==> src/source/sensor_pkg.sv <==
package sensor_pkg;

	// --------------------------------------------------------------------------
	// data bus geometry
	// --------------------------------------------------------------------------
	localparam int DATA_WIDTH  = 12;                       // bits per channel
	localparam int CHANNEL_NUM = 4;                        // pixels per beat
	localparam int DOUT_WIDTH  = DATA_WIDTH * CHANNEL_NUM; // 48 bit bus
	localparam int CNT_WIDTH   = 16;                       // geometry inputs, counters

	// fval to lval distance in align mode, also aligner delay
	localparam int ALIGN_DELAY = 3;

	// --------------------------------------------------------------------------
	// prbs, galois form, right shift
	// --------------------------------------------------------------------------
	localparam logic [15:0] PRBS_SEED = 16'hACE1;
	localparam logic [15:0] PRBS_TAPS = 16'hB400; // x^16+x^14+x^13+x^11

	// --------------------------------------------------------------------------
	// frame generator states
	// --------------------------------------------------------------------------
	typedef enum logic [2:0] {
		ST_IDLE,       // fval low, geometry sampled here
		ST_FRONT,      // fval high, waiting front porch
		ST_ACTIVE,     // lval high, width beats
		ST_HIDE,       // line blanking between lines
		ST_BACK,       // after last line, before fval falls
		ST_FRAME_HIDE  // frame blanking
	} timing_state_e;

	// test pattern select
	typedef enum logic [1:0] {
		PAT_PIX_INC,   // beat * CHANNEL_NUM + channel
		PAT_LINE_INC,  // line index on all channels
		PAT_FRAME_INC, // frame counter on all channels
		PAT_PRBS       // lfsr low bits xor channel
	} pattern_e;

endpackage

==> src/source/frame_line_timing.sv <==
module frame_line_timing import sensor_pkg::*; (
	input  logic                 clk,
	input  logic                 i_arst_n,
	input  logic                 i_pause_en,      // hold in idle
	input  logic                 i_continue_lval, // lval rhythm during frame blanking
	input  logic [CNT_WIDTH-1:0] i_width,
	input  logic [CNT_WIDTH-1:0] i_line_hide,
	input  logic [CNT_WIDTH-1:0] i_height,
	input  logic [CNT_WIDTH-1:0] i_frame_hide,
	input  logic [CNT_WIDTH-1:0] i_front_porch,
	input  logic [CNT_WIDTH-1:0] i_back_porch,
	output logic                 o_fval,
	output logic                 o_lval
);

	timing_state_e state;
	timing_state_e state_nxt;
	timing_state_e after_back; // where to go once back porch is done
	timing_state_e after_last; // where to go after the last line

	// geometry, frozen for one frame
	logic [CNT_WIDTH-1:0] width_r;
	logic [CNT_WIDTH-1:0] line_hide_r;
	logic [CNT_WIDTH-1:0] height_r;
	logic [CNT_WIDTH-1:0] frame_hide_r;
	logic [CNT_WIDTH-1:0] front_porch_r;
	logic [CNT_WIDTH-1:0] back_porch_r;

	logic [CNT_WIDTH-1:0] cnt;      // cycles in current segment
	logic [CNT_WIDTH-1:0] cnt_inc;
	logic [CNT_WIDTH-1:0] line_cnt; // lines done in this frame
	logic [CNT_WIDTH-1:0] line_inc;
	logic                 seg_end;  // last cycle of current segment

	// blanking line rhythm
	logic                 blk_on;   // 1 = lval phase
	logic [CNT_WIDTH-1:0] blk_cnt;
	logic [CNT_WIDTH-1:0] blk_inc;
	logic                 blk_end;

	assign cnt_inc  = cnt + 1'b1;
	assign line_inc = line_cnt + 1'b1;
	assign blk_inc  = blk_cnt + 1'b1;

	// zero length segments are skipped
	assign after_back = (frame_hide_r == '0) ? ST_IDLE : ST_FRAME_HIDE;
	assign after_last = (back_porch_r == '0) ? after_back : ST_BACK;

	// --------------------------------------------------------------------------
	// next state
	// --------------------------------------------------------------------------
	always_comb begin
		state_nxt = state;
		seg_end   = 1'b0;
		case (state)
			ST_IDLE: begin
				// porch input used directly, it is latched this same cycle
				if (!i_pause_en) begin
					state_nxt = (i_front_porch == '0) ? ST_ACTIVE : ST_FRONT;
				end
			end
			ST_FRONT: begin
				if (cnt_inc == front_porch_r) begin
					seg_end   = 1'b1;
					state_nxt = ST_ACTIVE;
				end
			end
			ST_ACTIVE: begin
				if (cnt_inc == width_r) begin
					seg_end = 1'b1;
					if (line_inc == height_r) begin
						state_nxt = after_last;
					end else if (line_hide_r == '0) begin
						state_nxt = ST_ACTIVE; // back to back lines
					end else begin
						state_nxt = ST_HIDE;
					end
				end
			end
			ST_HIDE: begin
				if (cnt_inc == line_hide_r) begin
					seg_end   = 1'b1;
					state_nxt = ST_ACTIVE;
				end
			end
			ST_BACK: begin
				if (cnt_inc == back_porch_r) begin
					seg_end   = 1'b1;
					state_nxt = after_back;
				end
			end
			ST_FRAME_HIDE: begin
				if (cnt_inc == frame_hide_r) begin
					seg_end   = 1'b1;
					state_nxt = ST_IDLE;
				end
			end
			default: state_nxt = ST_IDLE;
		endcase
	end

	always_ff @(posedge clk or negedge i_arst_n) begin
		if (!i_arst_n) begin
			state    <= ST_IDLE;
			cnt      <= '0;
			line_cnt <= '0;
		end else begin
			state <= state_nxt;
			cnt   <= (state == ST_IDLE || seg_end) ? '0 : cnt_inc;
			if (state == ST_IDLE) begin
				line_cnt <= '0;
			end else if (state == ST_ACTIVE && seg_end) begin
				line_cnt <= line_inc; // one more line finished
			end
		end
	end

	// sample geometry only while idle
	always_ff @(posedge clk) begin
		if (state == ST_IDLE) begin
			width_r       <= i_width;
			line_hide_r   <= i_line_hide;
			height_r      <= i_height;
			frame_hide_r  <= i_frame_hide;
			front_porch_r <= i_front_porch;
			back_porch_r  <= i_back_porch;
		end
	end

	// --------------------------------------------------------------------------
	// blanking lval, starts with a hide phase at frame hide entry
	// --------------------------------------------------------------------------
	assign blk_end = blk_on ? (blk_inc == width_r) : (blk_inc == line_hide_r);

	always_ff @(posedge clk or negedge i_arst_n) begin
		if (!i_arst_n) begin
			blk_on  <= 1'b0;
			blk_cnt <= '0;
		end else if (state != ST_FRAME_HIDE) begin
			blk_on  <= (line_hide_r == '0); // no hide, lval stays high
			blk_cnt <= '0;
		end else if (blk_end) begin
			blk_on  <= !blk_on || (line_hide_r == '0);
			blk_cnt <= '0;
		end else begin
			blk_cnt <= blk_inc;
		end
	end

	assign o_fval = state inside {ST_FRONT, ST_ACTIVE, ST_HIDE, ST_BACK};
	assign o_lval = (state == ST_ACTIVE) ||
		(state == ST_FRAME_HIDE && i_continue_lval && blk_on);

endmodule

==> config.mk <==
export PLATFORM = sky130hd
export DESIGN_NAME = frame_line_timing
export DESIGN_NICKNAME = d
export VERILOG_FILES = /design/src/source/sensor_pkg.sv /design/src/source/frame_line_timing.sv
export SDC_FILE = /design/constraint.sdc
export NUM_CORES = 1
export LEC_CHECK = 0
export ABC_AREA = 0
export BUFFER_PORTS_ARGS = -buffer_cell sky130_fd_sc_hd__buf_2
export CAP_MARGIN = 20
export CORE_MARGIN = 8
export CORE_UTILIZATION = 55
export DETAILED_ROUTE_END_ITERATION = 10
export PLACE_DENSITY_LB_ADDON = 0.1
export SLEW_MARGIN = 20
export SYNTH_ARGS = -nofsm -noshare
export SYNTH_HDL_FRONTEND = slang
export SYNTH_SLANG_ARGS = --single-unit
export TNS_END_PERCENT = 5
==> constraint.sdc <==
create_clock -name clk -period 12.7 [get_ports clk]
set_clock_uncertainty 0.05 [all_clocks]
set_input_delay 2.54 -clock clk [delete_from_list [all_inputs] [get_ports clk]]
set_output_delay 2.54 -clock clk [all_outputs]
set_load 0.01 [all_outputs]
==> flow_summary.json, run 1 <==
{
  "cts_buffer_depth": 2,
  "drcViolationCount": 0,
  "wl_um": 21400,
  "yosysUniqueCellTypes": 78,
  "p_comb_frac": 0.019,
  "switching_share": 0.202,
  "synth_edf_count": 96,
  "cp_common_cell": "buf_2",
  "rows": 45,
  "fin_nets": 927,
  "maxCapViolations": 0,
  "seq_power_share": 0.505,
  "grt.busiest_layer": "met2",
  "syn_area_per_cell_um2": 11.6,
  "start_util": 0.564,
  "hold_viol": 0,
  "irDropWorstVdd_mv": 0.0903,
  "fmaxAchievable_mhz": 174,
  "syn_to_final_growth_pct": 13.8,
  "p_clk_frac": 0.476,
  "rsz0062_at_grt": "no",
  "p_int_uw": 813,
  "io_pins": 102,
  "vias": 6306,
  "synth_area_leader_cell": "edfxtp_1",
  "setup_ws_ns": 6.97,
  "hpwl_um": 15600,
  "antenna_found_initial": 0,
  "synthFlopType": "edfxtp_1",
  "p_sw_uw": 205,
  "syn_nets": 841,
  "place_area_um2": 9180,
  "pre_cts_ws_ns": 6.96,
  "power_density_nw_per_um2": 104,
  "wl_per_cell_um": 20.9,
  "critPathLaunchType": "input pin",
  "grt_use_met1": 0.297,
  "synth.top_cell.area_share": 0.336,
  "ctsRootBufferMaster": "clkbuf_16",
  "required_ns": 10.11,
  "ctsHtreeMaxLevel": 4,
  "synthArstFlopShare": 0.351,
  "drv_slew": 0,
  "postCtsSetupBuffers": 0,
  "final_layout_size_suffix_gt1_frac": 0.194,
  "globalRoute.totalOverflow": 0,
  "dr.pass1.iters": 5,
  "gp_congestion": 0.887,
  "cp-end-kind": "output port",
  "die_y_um": 141,
  "io_buffers": 101,
  "grtUsageMet2": 0.348,
  "fin_crit_ns": 5.73,
  "gr-usage-met3": 0.0520,
  "final-setup-viol-count": 0,
  "arrival_ns": 3.14,
  "yosysWarningCount": 0,
  "path_class": "input pin to output port",
  "drt-initial-drc-count": 566,
  "seq_area_frac_synth": 0.488,
  "grtUsageTotal": 0.222,
  "cts_tree": "yes",
  "grt_pass1_vias": 6354,
  "clk_pin_slew_worst_paths_ns": 0.06,
  "slew_headroom": 0.366,
  "synth_area_um2": 8570,
  "hold_path.class": "flop to flop",
  "hold_buffers": 0,
  "cts.sinks": 148,
  "die-width_um": 141,
  "die_area_um2": 19800,
  "ant_nets": 0,
  "crit_buf_inv": 2,
  "p_leak_uw": 0.00369,
  "ctsResizeCount": 0,
  "period_share": 0.451,
  "core_area_um2": 15200,
  "synth_cells": 738,
  "final_area_um2": 9750,
  "cpPeakStageDelay_ns": 0.24,
  "clk_latency_ns": 0.43,
  "synth_area_leaders": "edfxtp_1, dfrtp_1, xnor2_1",
  "synth_seq_cells": 148,
  "outcome": "complete, no violations",
  "grt_pass1_wl_um": 34100,
  "grt_start_max_net_pins": 97,
  "via_per_inst": 6.15,
  "numCtsBuffers": 17,
  "path_cells": "buf_2, nand2_1, o22ai_1, buf_2",
  "setup_tns_ns": 0,
  "insertedDiodeCount": 0,
  "crit_fanout": 1,
  "critPathSlowestCell": "o22ai_1",
  "max_slew.worst_pin.slew_ns": 0.950,
  "cp_top_family": "buffers and inverters"
}
==> power groups by stage <==
stage	logic, uW	registers, uW	clock network [uW]
after floorplan	0.276	524	0
after global placement	18.9	524	0
after detailed placement	19.7	524	0
after CTS	20.0	514	493
after global routing	22.0	514	512
final	19.7	514	485
==> cell families (layout without fill, tap and decap cells) <==
| group | count (synthesis) | count (layout) | share of synthesized area |
|---|---|---|---|
| simple gates | 257 | 257 | 0.166 |
| flops | 148 | 148 | 0.488 |
| xor+xnor | 135 | 135 | 0.184 |
| compound gates | 113 | 113 | 0.0980 |
| buf+inv | 57 | 156 | 0.0279 |
| mux | 25 | 25 | 0.0307 |
| fa+ha+maj | 3 | 3 | 0.00438 |
==> stage by stage <==
stage                     power [uW]  std cells  utilization  hold WS, ns
after floorplan                  524        738            -        0.451
after global placement           543        993        0.604        0.488
after detailed placement         544        993        0.604        0.507
after CTS                       1030       1025        0.641        0.514
after global routing            1050       1025        0.641        0.546
final                           1020       1025        0.641        0.523
==> final timing paths <==
kind / to / cells after the start / from / slack [ns]
min in group asynchronous: blk_cnt[5]$_DFF_PN0_ / 2 / i_arst_n / 2.19
max in group asynchronous: cnt[2]$_DFF_PN0_ / 2 / i_arst_n / 9.92
worst max register to register: line_cnt[15]$_DFFE_PN0P_ / 9 / cnt[4]$_DFF_PN0_ / 8.49
worst max-delay path: o_lval / 4 / i_continue_lval / 6.97
worst min register to register: blk_cnt[0]$_DFF_PN0_ / 1 / blk_cnt[0]$_DFF_PN0_ / 0.52
worst min-delay path: blk_cnt[0]$_DFF_PN0_ / 1 / blk_cnt[0]$_DFF_PN0_ / 0.52
==> synth_stat cells, types with 5 or more instances <==
master	n
dfrtp_1	52
xnor2_1	75
and4_1	8
a22o_1	16
edfxtp_1	96
nand2_1	39
mux2_1	8
nor2_1	75
or4_1	6
nor3_1	10
xnor3_1	24
a31oi_1	7
inv_1	19
buf_1	5
and3_1	10
a21oi_1	8
o21ai_0	14
nor4_1	22
buf_2	8
nand4_1	24
clkbuf_1	22
o21ai_1	11
nor4_2	6
mux2i_1	15
o31ai_1	5
xor2_1	31
o22ai_1	7
nand3_1	23
==> metal layers <==
metal / share of wire / wire length, um / up-vias
met4: 0.025 / 527 / 0
met1: 0.45 / 9560 / 3092
li1: - / - / 2934
met3: 0.059 / 1260 / 40
met5: 0 / 0 / -
met2: 0.47 / 10100 / 240
==> final cells by class <==
class / count / area (um2)
tap: 188 / 235
clock inverter: 13 / 135
multi-input combinational: 533 / 4150
sequential: 148 / 4180
inverter: 19 / 71.3
clock buffer: 19 / 433
fill: 1186 / 5450
timing repair buffer: 105 / 539
==> state kept, by name (all words and copies together) (netlist names) <==
signal         cells
back_porch_r      16
blk_cnt           16
blk_on             1
cnt               16
frame_hide_r      16
front_porch_r     16
height_r          16
line_cnt          16
line_hide_r       16
state              3
width_r           16
==> layout by cell type, fill, tap and decap left out, types with 5 or more instances in the layout <==
master | netlist | final
a21oi_1 | 8 | 8
nand4_1 | 24 | 24
dfrtp_1 | 52 | 52
nand2_1 | 39 | 39
inv_1 | 19 | 19
clkbuf_16 | 0 | 17
edfxtp_1 | 96 | 96
o22ai_1 | 7 | 7
o21ai_1 | 11 | 11
nor4_1 | 22 | 22
a22o_1 | 16 | 16
o31ai_1 | 5 | 5
mux2i_1 | 15 | 15
a31oi_1 | 7 | 7
nor3_1 | 10 | 10
xor2_1 | 31 | 31
nor4_2 | 6 | 6
xnor3_1 | 24 | 24
buf_2 | 8 | 101
xnor2_1 | 75 | 75
nor2_1 | 75 | 74
o21ai_0 | 14 | 14
or4_1 | 6 | 6
and3_1 | 10 | 10
and4_1 | 8 | 8
mux2_1 | 8 | 8
nand3_1 | 23 | 23
(Power assumes the default switching activity.)
==> inputs of run 2 (changes only) <==
--- a/config.mk
+++ b/config.mk
@@ -9,7 +9,7 @@
 export BUFFER_PORTS_ARGS = -buffer_cell sky130_fd_sc_hd__buf_2
 export CAP_MARGIN = 20
 export CORE_MARGIN = 8
-export CORE_UTILIZATION = 55
+export CORE_UTILIZATION = 53
 export DETAILED_ROUTE_END_ITERATION = 10
 export PLACE_DENSITY_LB_ADDON = 0.1
 export SLEW_MARGIN = 20
==> constraint.sdc (replaced) <==
create_clock -name clk -period 4.9 [get_ports clk]
set_clock_uncertainty 0.05 [all_clocks]
set_input_delay 0.98 -clock clk [delete_from_list [all_inputs] [get_ports clk]]
set_output_delay 0.98 -clock clk [all_outputs]
set_load 0.01 [all_outputs]
==> run 2 against run 1 <==
Compared with the run above:
- total power rose to 2.7 times the previous value
- wire length grew 3.3%
- global-route usage is 0.34 points higher
- count of clock-buffer cells in the layout up 2
- design area grew 1.1%
- clock power increased to 2.9 times the previous value
- cell count increased by 2.8%
- sequential cell count unchanged
- first-iteration DRC count fell by 5.8%
- critical path depth rose by 6
- sequential power increased to 2.6 times the previous value
- highest routed layer unchanged
- setup slack worse by 6.3 ns
==> flow_summary.json, run 2 (synthesis gave the netlist of run 1 again) <==
{
  "crit_fanout": 16,
  "hold_buffers": 0,
  "fin_nets": 928,
  "postCtsSetupBuffers": 0,
  "start_util": 0.541,
  "multiInputGateArea_um2": 4150,
  "wl_um": 22100,
  "arrival_ns": 4.49,
  "final_area_um2": 9860,
  "die-width_um": 143,
  "ant_nets": 0,
  "fin_crit_ns": 4.22,
  "rsz0062_at_grt": "no",
  "dr.pass1.iters": 7,
  "layout_commonest_cell": "buf_2",
  "cts_tree": "yes",
  "numCtsBuffers": 17,
  "switching_share": 0.195,
  "via_per_inst": 5.96,
  "p_sw_uw": 544,
  "die_area_um2": 20500,
  "critPathLaunchType": "flop",
  "cts.sinks": 148,
  "period_share": 0.862,
  "clk_latency_ns": 0.44,
  "seq_power_share": 0.478,
  "p_clk_frac": 0.504,
  "wl_per_cell_um": 21.0,
  "insertedDiodeCount": 0,
  "io_buffers": 101,
  "grtUsageTotal": 0.226,
  "rows": 46,
  "gp_congestion": 0.926,
  "p_int_uw": 2240,
  "fmaxAchievable_mhz": 237,
  "globalRoute.totalOverflow": 0,
  "syn_to_final_growth_pct": 15.1,
  "grt_pass1_wl_um": 34800,
  "drcViolationCount": 0,
  "core_area_um2": 15800,
  "clk_pin_slew_worst_paths_ns": 0.06,
  "fillers": 1305,
  "regArea_um2": 4180,
  "final-setup-viol-count": 0,
  "cts_buffer_depth": 2,
  "antenna_found_initial": 0,
  "fin_hold_ws_ns": 0.518,
  "fin_total_pwr_uw": 2790,
  "ctsRootBufferMaster": "clkbuf_16",
  "power_density_nw_per_um2": 283,
  "drt-initial-drc-count": 533,
  "setup_tns_ns": 0,
  "io_pins": 102,
  "grt_start_max_net_pins": 97,
  "p_leak_uw": 0.00372,
  "hold_viol": 0,
  "final_layout_size_suffix_gt1_frac": 0.196,
  "drv_slew": 0,
  "vias": 6278,
  "max_slew.worst_pin.slew_ns": 0.906,
  "ctsResizeCount": 0,
  "cp-end-kind": "flop",
  "ctsHtreeMaxLevel": 4,
  "hpwl_um": 16400,
  "irDropWorstVdd_mv": 0.247,
  "hold_path.class": "flop to flop",
  "maxCapViolations": 0,
  "required_ns": 5.17,
  "die_y_um": 143,
  "grt_pass1_vias": 6365,
  "path_class": "flop to flop",
  "slew_headroom": 0.396,
  "p_comb_frac": 0.018,
  "final_cell_mix": "buf_2, edfxtp_1, xnor2_1",
  "outcome": "complete, no violations",
  "place_area_um2": 9220
}
-- run 2: changes by cell type in the layout (fill, tap and decap cells not counted) --
cell / change
bufinv_16: +2
clkbuf_8: +2
clkinv_2: -3
buf_4: +1
clkinv_1: -1
-- run 2: critical path: stages, from the launching register on --
cell and delay, ns:
dfrtp_1 0.62, ha_1 0.30, nand3_1 0.37, nor4_2 0.70
xor3_1 0.31, or4_1 0.52, nor4_1 0.49, nand2_1 0.11
o211ai_1 0.12, a21o_2 0.31, o21ba_1 0.20
-- run 2: metal layers --
layer / GRT usage / share of wire / wire length (um) / up-vias
met3: 0.0401 / 0.046 / 1010 / 48
met5: 0 / 0 / 0 / -
met2: 0.367 / 0.48 / 10600 / 199
met1: 0.291 / 0.44 / 9730 / 3100
li1: - / - / - / 2931
met4: 0.0984 / 0.033 / 729 / 0
-- run 2: path summary, 6_finish.rpt --
path | start | to | slack [ns] | depth (start not counted)
worst max-delay path | cnt[0]$_DFF_PN0_ | cnt[6]$_DFF_PN0_ | 0.68 | 10
worst max register to register | cnt[0]$_DFF_PN0_ | cnt[6]$_DFF_PN0_ | 0.68 | 10
min in group asynchronous | i_arst_n | blk_cnt[0]$_DFF_PN0_ | 0.62 | 2
worst min-delay path | blk_cnt[0]$_DFF_PN0_ | blk_cnt[0]$_DFF_PN0_ | 0.52 | 1
worst min register to register | blk_cnt[0]$_DFF_PN0_ | blk_cnt[0]$_DFF_PN0_ | 0.52 | 1
max in group asynchronous | i_arst_n | cnt[0]$_DFF_PN0_ | 3.67 | 2
-- run 2: metrics by stage --
step / instances / util / setup slack (ns)
final: 1054 / 0.623 / 0.677
after detailed placement: 1022 / 0.583 / 0.780
after CTS: 1054 / 0.623 / 0.734
after floorplan: 738 / - / 1.18
after global placement: 1022 / 0.583 / 0.968
after global routing: 1054 / 0.623 / 0.472
-- run 2: power groups by stage --
stage | clock (uW) | combinational [uW] | sequential, uW
floorplan | 0 | 0.712 | 1360
global placement | 0 | 48.6 | 1360
CTS | 1420 | 51.5 | 1330
detailed placement | 0 | 51.2 | 1360
finish | 1400 | 50.3 | 1330
global route | 1470 | 56.7 | 1330
-- run 2: cell type report --
| cell class | instances | share of cell area |
|---|---|---|
| clock buffers | 21 | 0.0467 |
| clock inverters | 11 | 0.0179 |
| multi-input cells | 533 | 0.421 |
| flip-flops and latches | 148 | 0.424 |
| well taps | 216 | 0.0274 |
| repair buffers | 106 | 0.0554 |
| inverters | 19 | 0.00723 |
==> inputs of run 3 (changes only) <==
--- a/config.mk
+++ b/config.mk
@@ -6,11 +6,11 @@
 export NUM_CORES = 1
 export LEC_CHECK = 0
 export ABC_AREA = 0
-export BUFFER_PORTS_ARGS = -buffer_cell sky130_fd_sc_hd__buf_2
 export CAP_MARGIN = 20
 export CORE_MARGIN = 8
-export CORE_UTILIZATION = 53
+export CORE_UTILIZATION = 55
 export DETAILED_ROUTE_END_ITERATION = 10
+export DONT_BUFFER_PORTS = 1
 export PLACE_DENSITY_LB_ADDON = 0.1
 export SLEW_MARGIN = 20
 export SYNTH_ARGS = -nofsm -noshare
==> run 3 against run 2 <==
Compared with the run above:
- sequential share of layout area grew 2.8 points
- die area shrank 3.2%
- via count shrank 6.5%
- hold slack lost 0.33 ns
- non-clock buffer count shrank 100
- first-iteration DRC count shrank 23%
- clock power shrank 9%
- critical path type unchanged
==> flow_summary.json, run 3 (synthesis gave the netlist of run 1 again) <==
{
  "maxCapViolations": 0,
  "rows": 45,
  "drt-initial-drc-count": 411,
  "fin_crit_ns": 4.21,
  "final_cell_mix": "edfxtp_1, xnor2_1, nor2_1",
  "ctsRootBufferMaster": "clkbuf_16",
  "drcViolationCount": 0,
  "worstRegToRegCells": 10,
  "grtUsageTotal": 0.219,
  "critPathLaunchType": "flop",
  "r2r-start": "cnt[0]$_DFF_PN0_",
  "utilization": 0.609,
  "insertedDiodeCount": 0,
  "antenna_found_initial": 0,
  "start_util": 0.564,
  "wl_per_cell_um": 22.8,
  "cts_tree": "yes",
  "vias": 5867,
  "rsz0062_at_grt": "no",
  "die_area_um2": 19800,
  "required_ns": 5.17,
  "reg2reg_to": "cnt[6]$_DFF_PN0_",
  "die-width_um": 141,
  "grt_start_max_net_pins": 53,
  "max_slew.worst_pin.slew_ns": 0.946,
  "fin_hold_ws_ns": 0.191,
  "setup_tns_ns": 0,
  "postCtsSetupBuffers": 0,
  "ctsResizeCount": 0,
  "final-setup-viol-count": 0,
  "hold_buffers": 0,
  "irDropWorstVdd_mv": 0.297,
  "path_class": "flop to flop",
  "fmaxAchievable_mhz": 238,
  "die_y_um": 141,
  "syn_to_final_growth_pct": 8.05,
  "numCtsBuffers": 17,
  "wl_um": 21000,
  "hpwl_um": 15500,
  "clk_latency_ns": 0.43,
  "crit_fanout": 16,
  "hold_viol": 0,
  "fillers": 1209,
  "cp-end-kind": "flop",
  "p_leak_uw": 0.00331,
  "grt_pass1_vias": 5874,
  "clk_pin_slew_worst_paths_ns": 0.06,
  "outcome": "complete, no violations",
  "io_pins": 102,
  "dr.pass1.iters": 5,
  "via_per_inst": 6.34,
  "globalRoute.totalOverflow": 0,
  "hold_path.class": "input pin to asynchronous set/reset pin",
  "fin_nets": 828,
  "power_density_nw_per_um2": 282,
  "core_area_um2": 15200,
  "grt_pass1_wl_um": 33000,
  "cts.sinks": 148,
  "layout_commonest_cell": "edfxtp_1",
  "slew_headroom": 0.369,
  "ant_nets": 0,
  "ctsHtreeMaxLevel": 4,
  "final_layout_size_suffix_gt1_frac": 0.0801,
  "cts_buffer_depth": 2,
  "arrival_ns": 4.47,
  "drv_slew": 0,
  "io_buffers": 0,
  "gp_congestion": 0.991,
  "r2r_setup_slack_ns": 0.69,
  "period_share": 0.858
}
==> run 3: changes by cell type in the layout (fill, tap and decap cells not counted) <==
cell	change
buf_2	-101
buf_4	+2
buf_6	-1
bufinv_16	-1
clkbuf_1	-1
clkbuf_8	-2
clkinv_1	+5
clkinv_2	+3
clkinv_4	-2
clkinvlp_4	-3
==> run 3: worst max-delay path by stage <==
stage               slack [ns]            startpoint                   endpoint  cells past startpoint
floorplan                 1.18  state[1]$_DFFE_PN0P_  back_porch_r[0]$_DFFE_PP_                      2
global placement          0.94      cnt[0]$_DFF_PN0_           cnt[6]$_DFF_PN0_                     10
detailed placement        0.80      cnt[0]$_DFF_PN0_           cnt[6]$_DFF_PN0_                     10
CTS                       0.79      cnt[0]$_DFF_PN0_           cnt[6]$_DFF_PN0_                     10
global route              0.45      cnt[0]$_DFF_PN0_           cnt[6]$_DFF_PN0_                     10
finish                    0.69      cnt[0]$_DFF_PN0_           cnt[6]$_DFF_PN0_                     10
==> run 3: through the flow <==
stage	area [um2]	power (uW)	worst slack [ns]	cells
2_1_floorplan	8570	1360	1.18	738
3_3_place_gp	8690	1360	0.944	894
3_5_place_dp	8690	1360	0.803	894
4_1_cts	9260	2630	0.789	925
5_1_grt	9260	2670	0.454	925
6_report	9260	2610	0.694	925
==> run 3: worst max-delay path: stages (launching register included) <==
cell and delay [ns]:
dfrtp_1 0.64, ha_1 0.31, nand3_1 0.37, nor4_2 0.64, xor3_1 0.30, or4_1 0.48, nor4_1 0.56, nand2_1 0.11
o211ai_1 0.12, a21o_2 0.31, o21ba_1 0.19
==> run 3: power breakdown <==
group	internal (uW)	switching [uW]	total, uW
Clock	785	490	1280
Sequential	1330	0.0000412	1330
Combinational	0.523	0.352	0.877
==> run 3: per-layer routing <==
layer | global-route usage | share of wire | vias up
met5 | 0 | 0 | -
met4 | 0.0979 | 0.029 | 0
met3 | 0.0493 | 0.060 | 35
met2 | 0.346 | 0.47 | 228
met1 | 0.283 | 0.44 | 2875
li1 | - | - | 2729
==> run 3: final cells by class <==
type	instances	area, um2	share of cell area
Sequential cell	148	4180	0.452
Multi-Input combinational cell	533	4150	0.448
Clock buffer	18	429	0.0464
Tap cell	188	235	0.0254
Clock inverter	13	140	0.0151
Inverter	19	71.3	0.00770
Timing Repair Buffer	6	45.0	0.00487
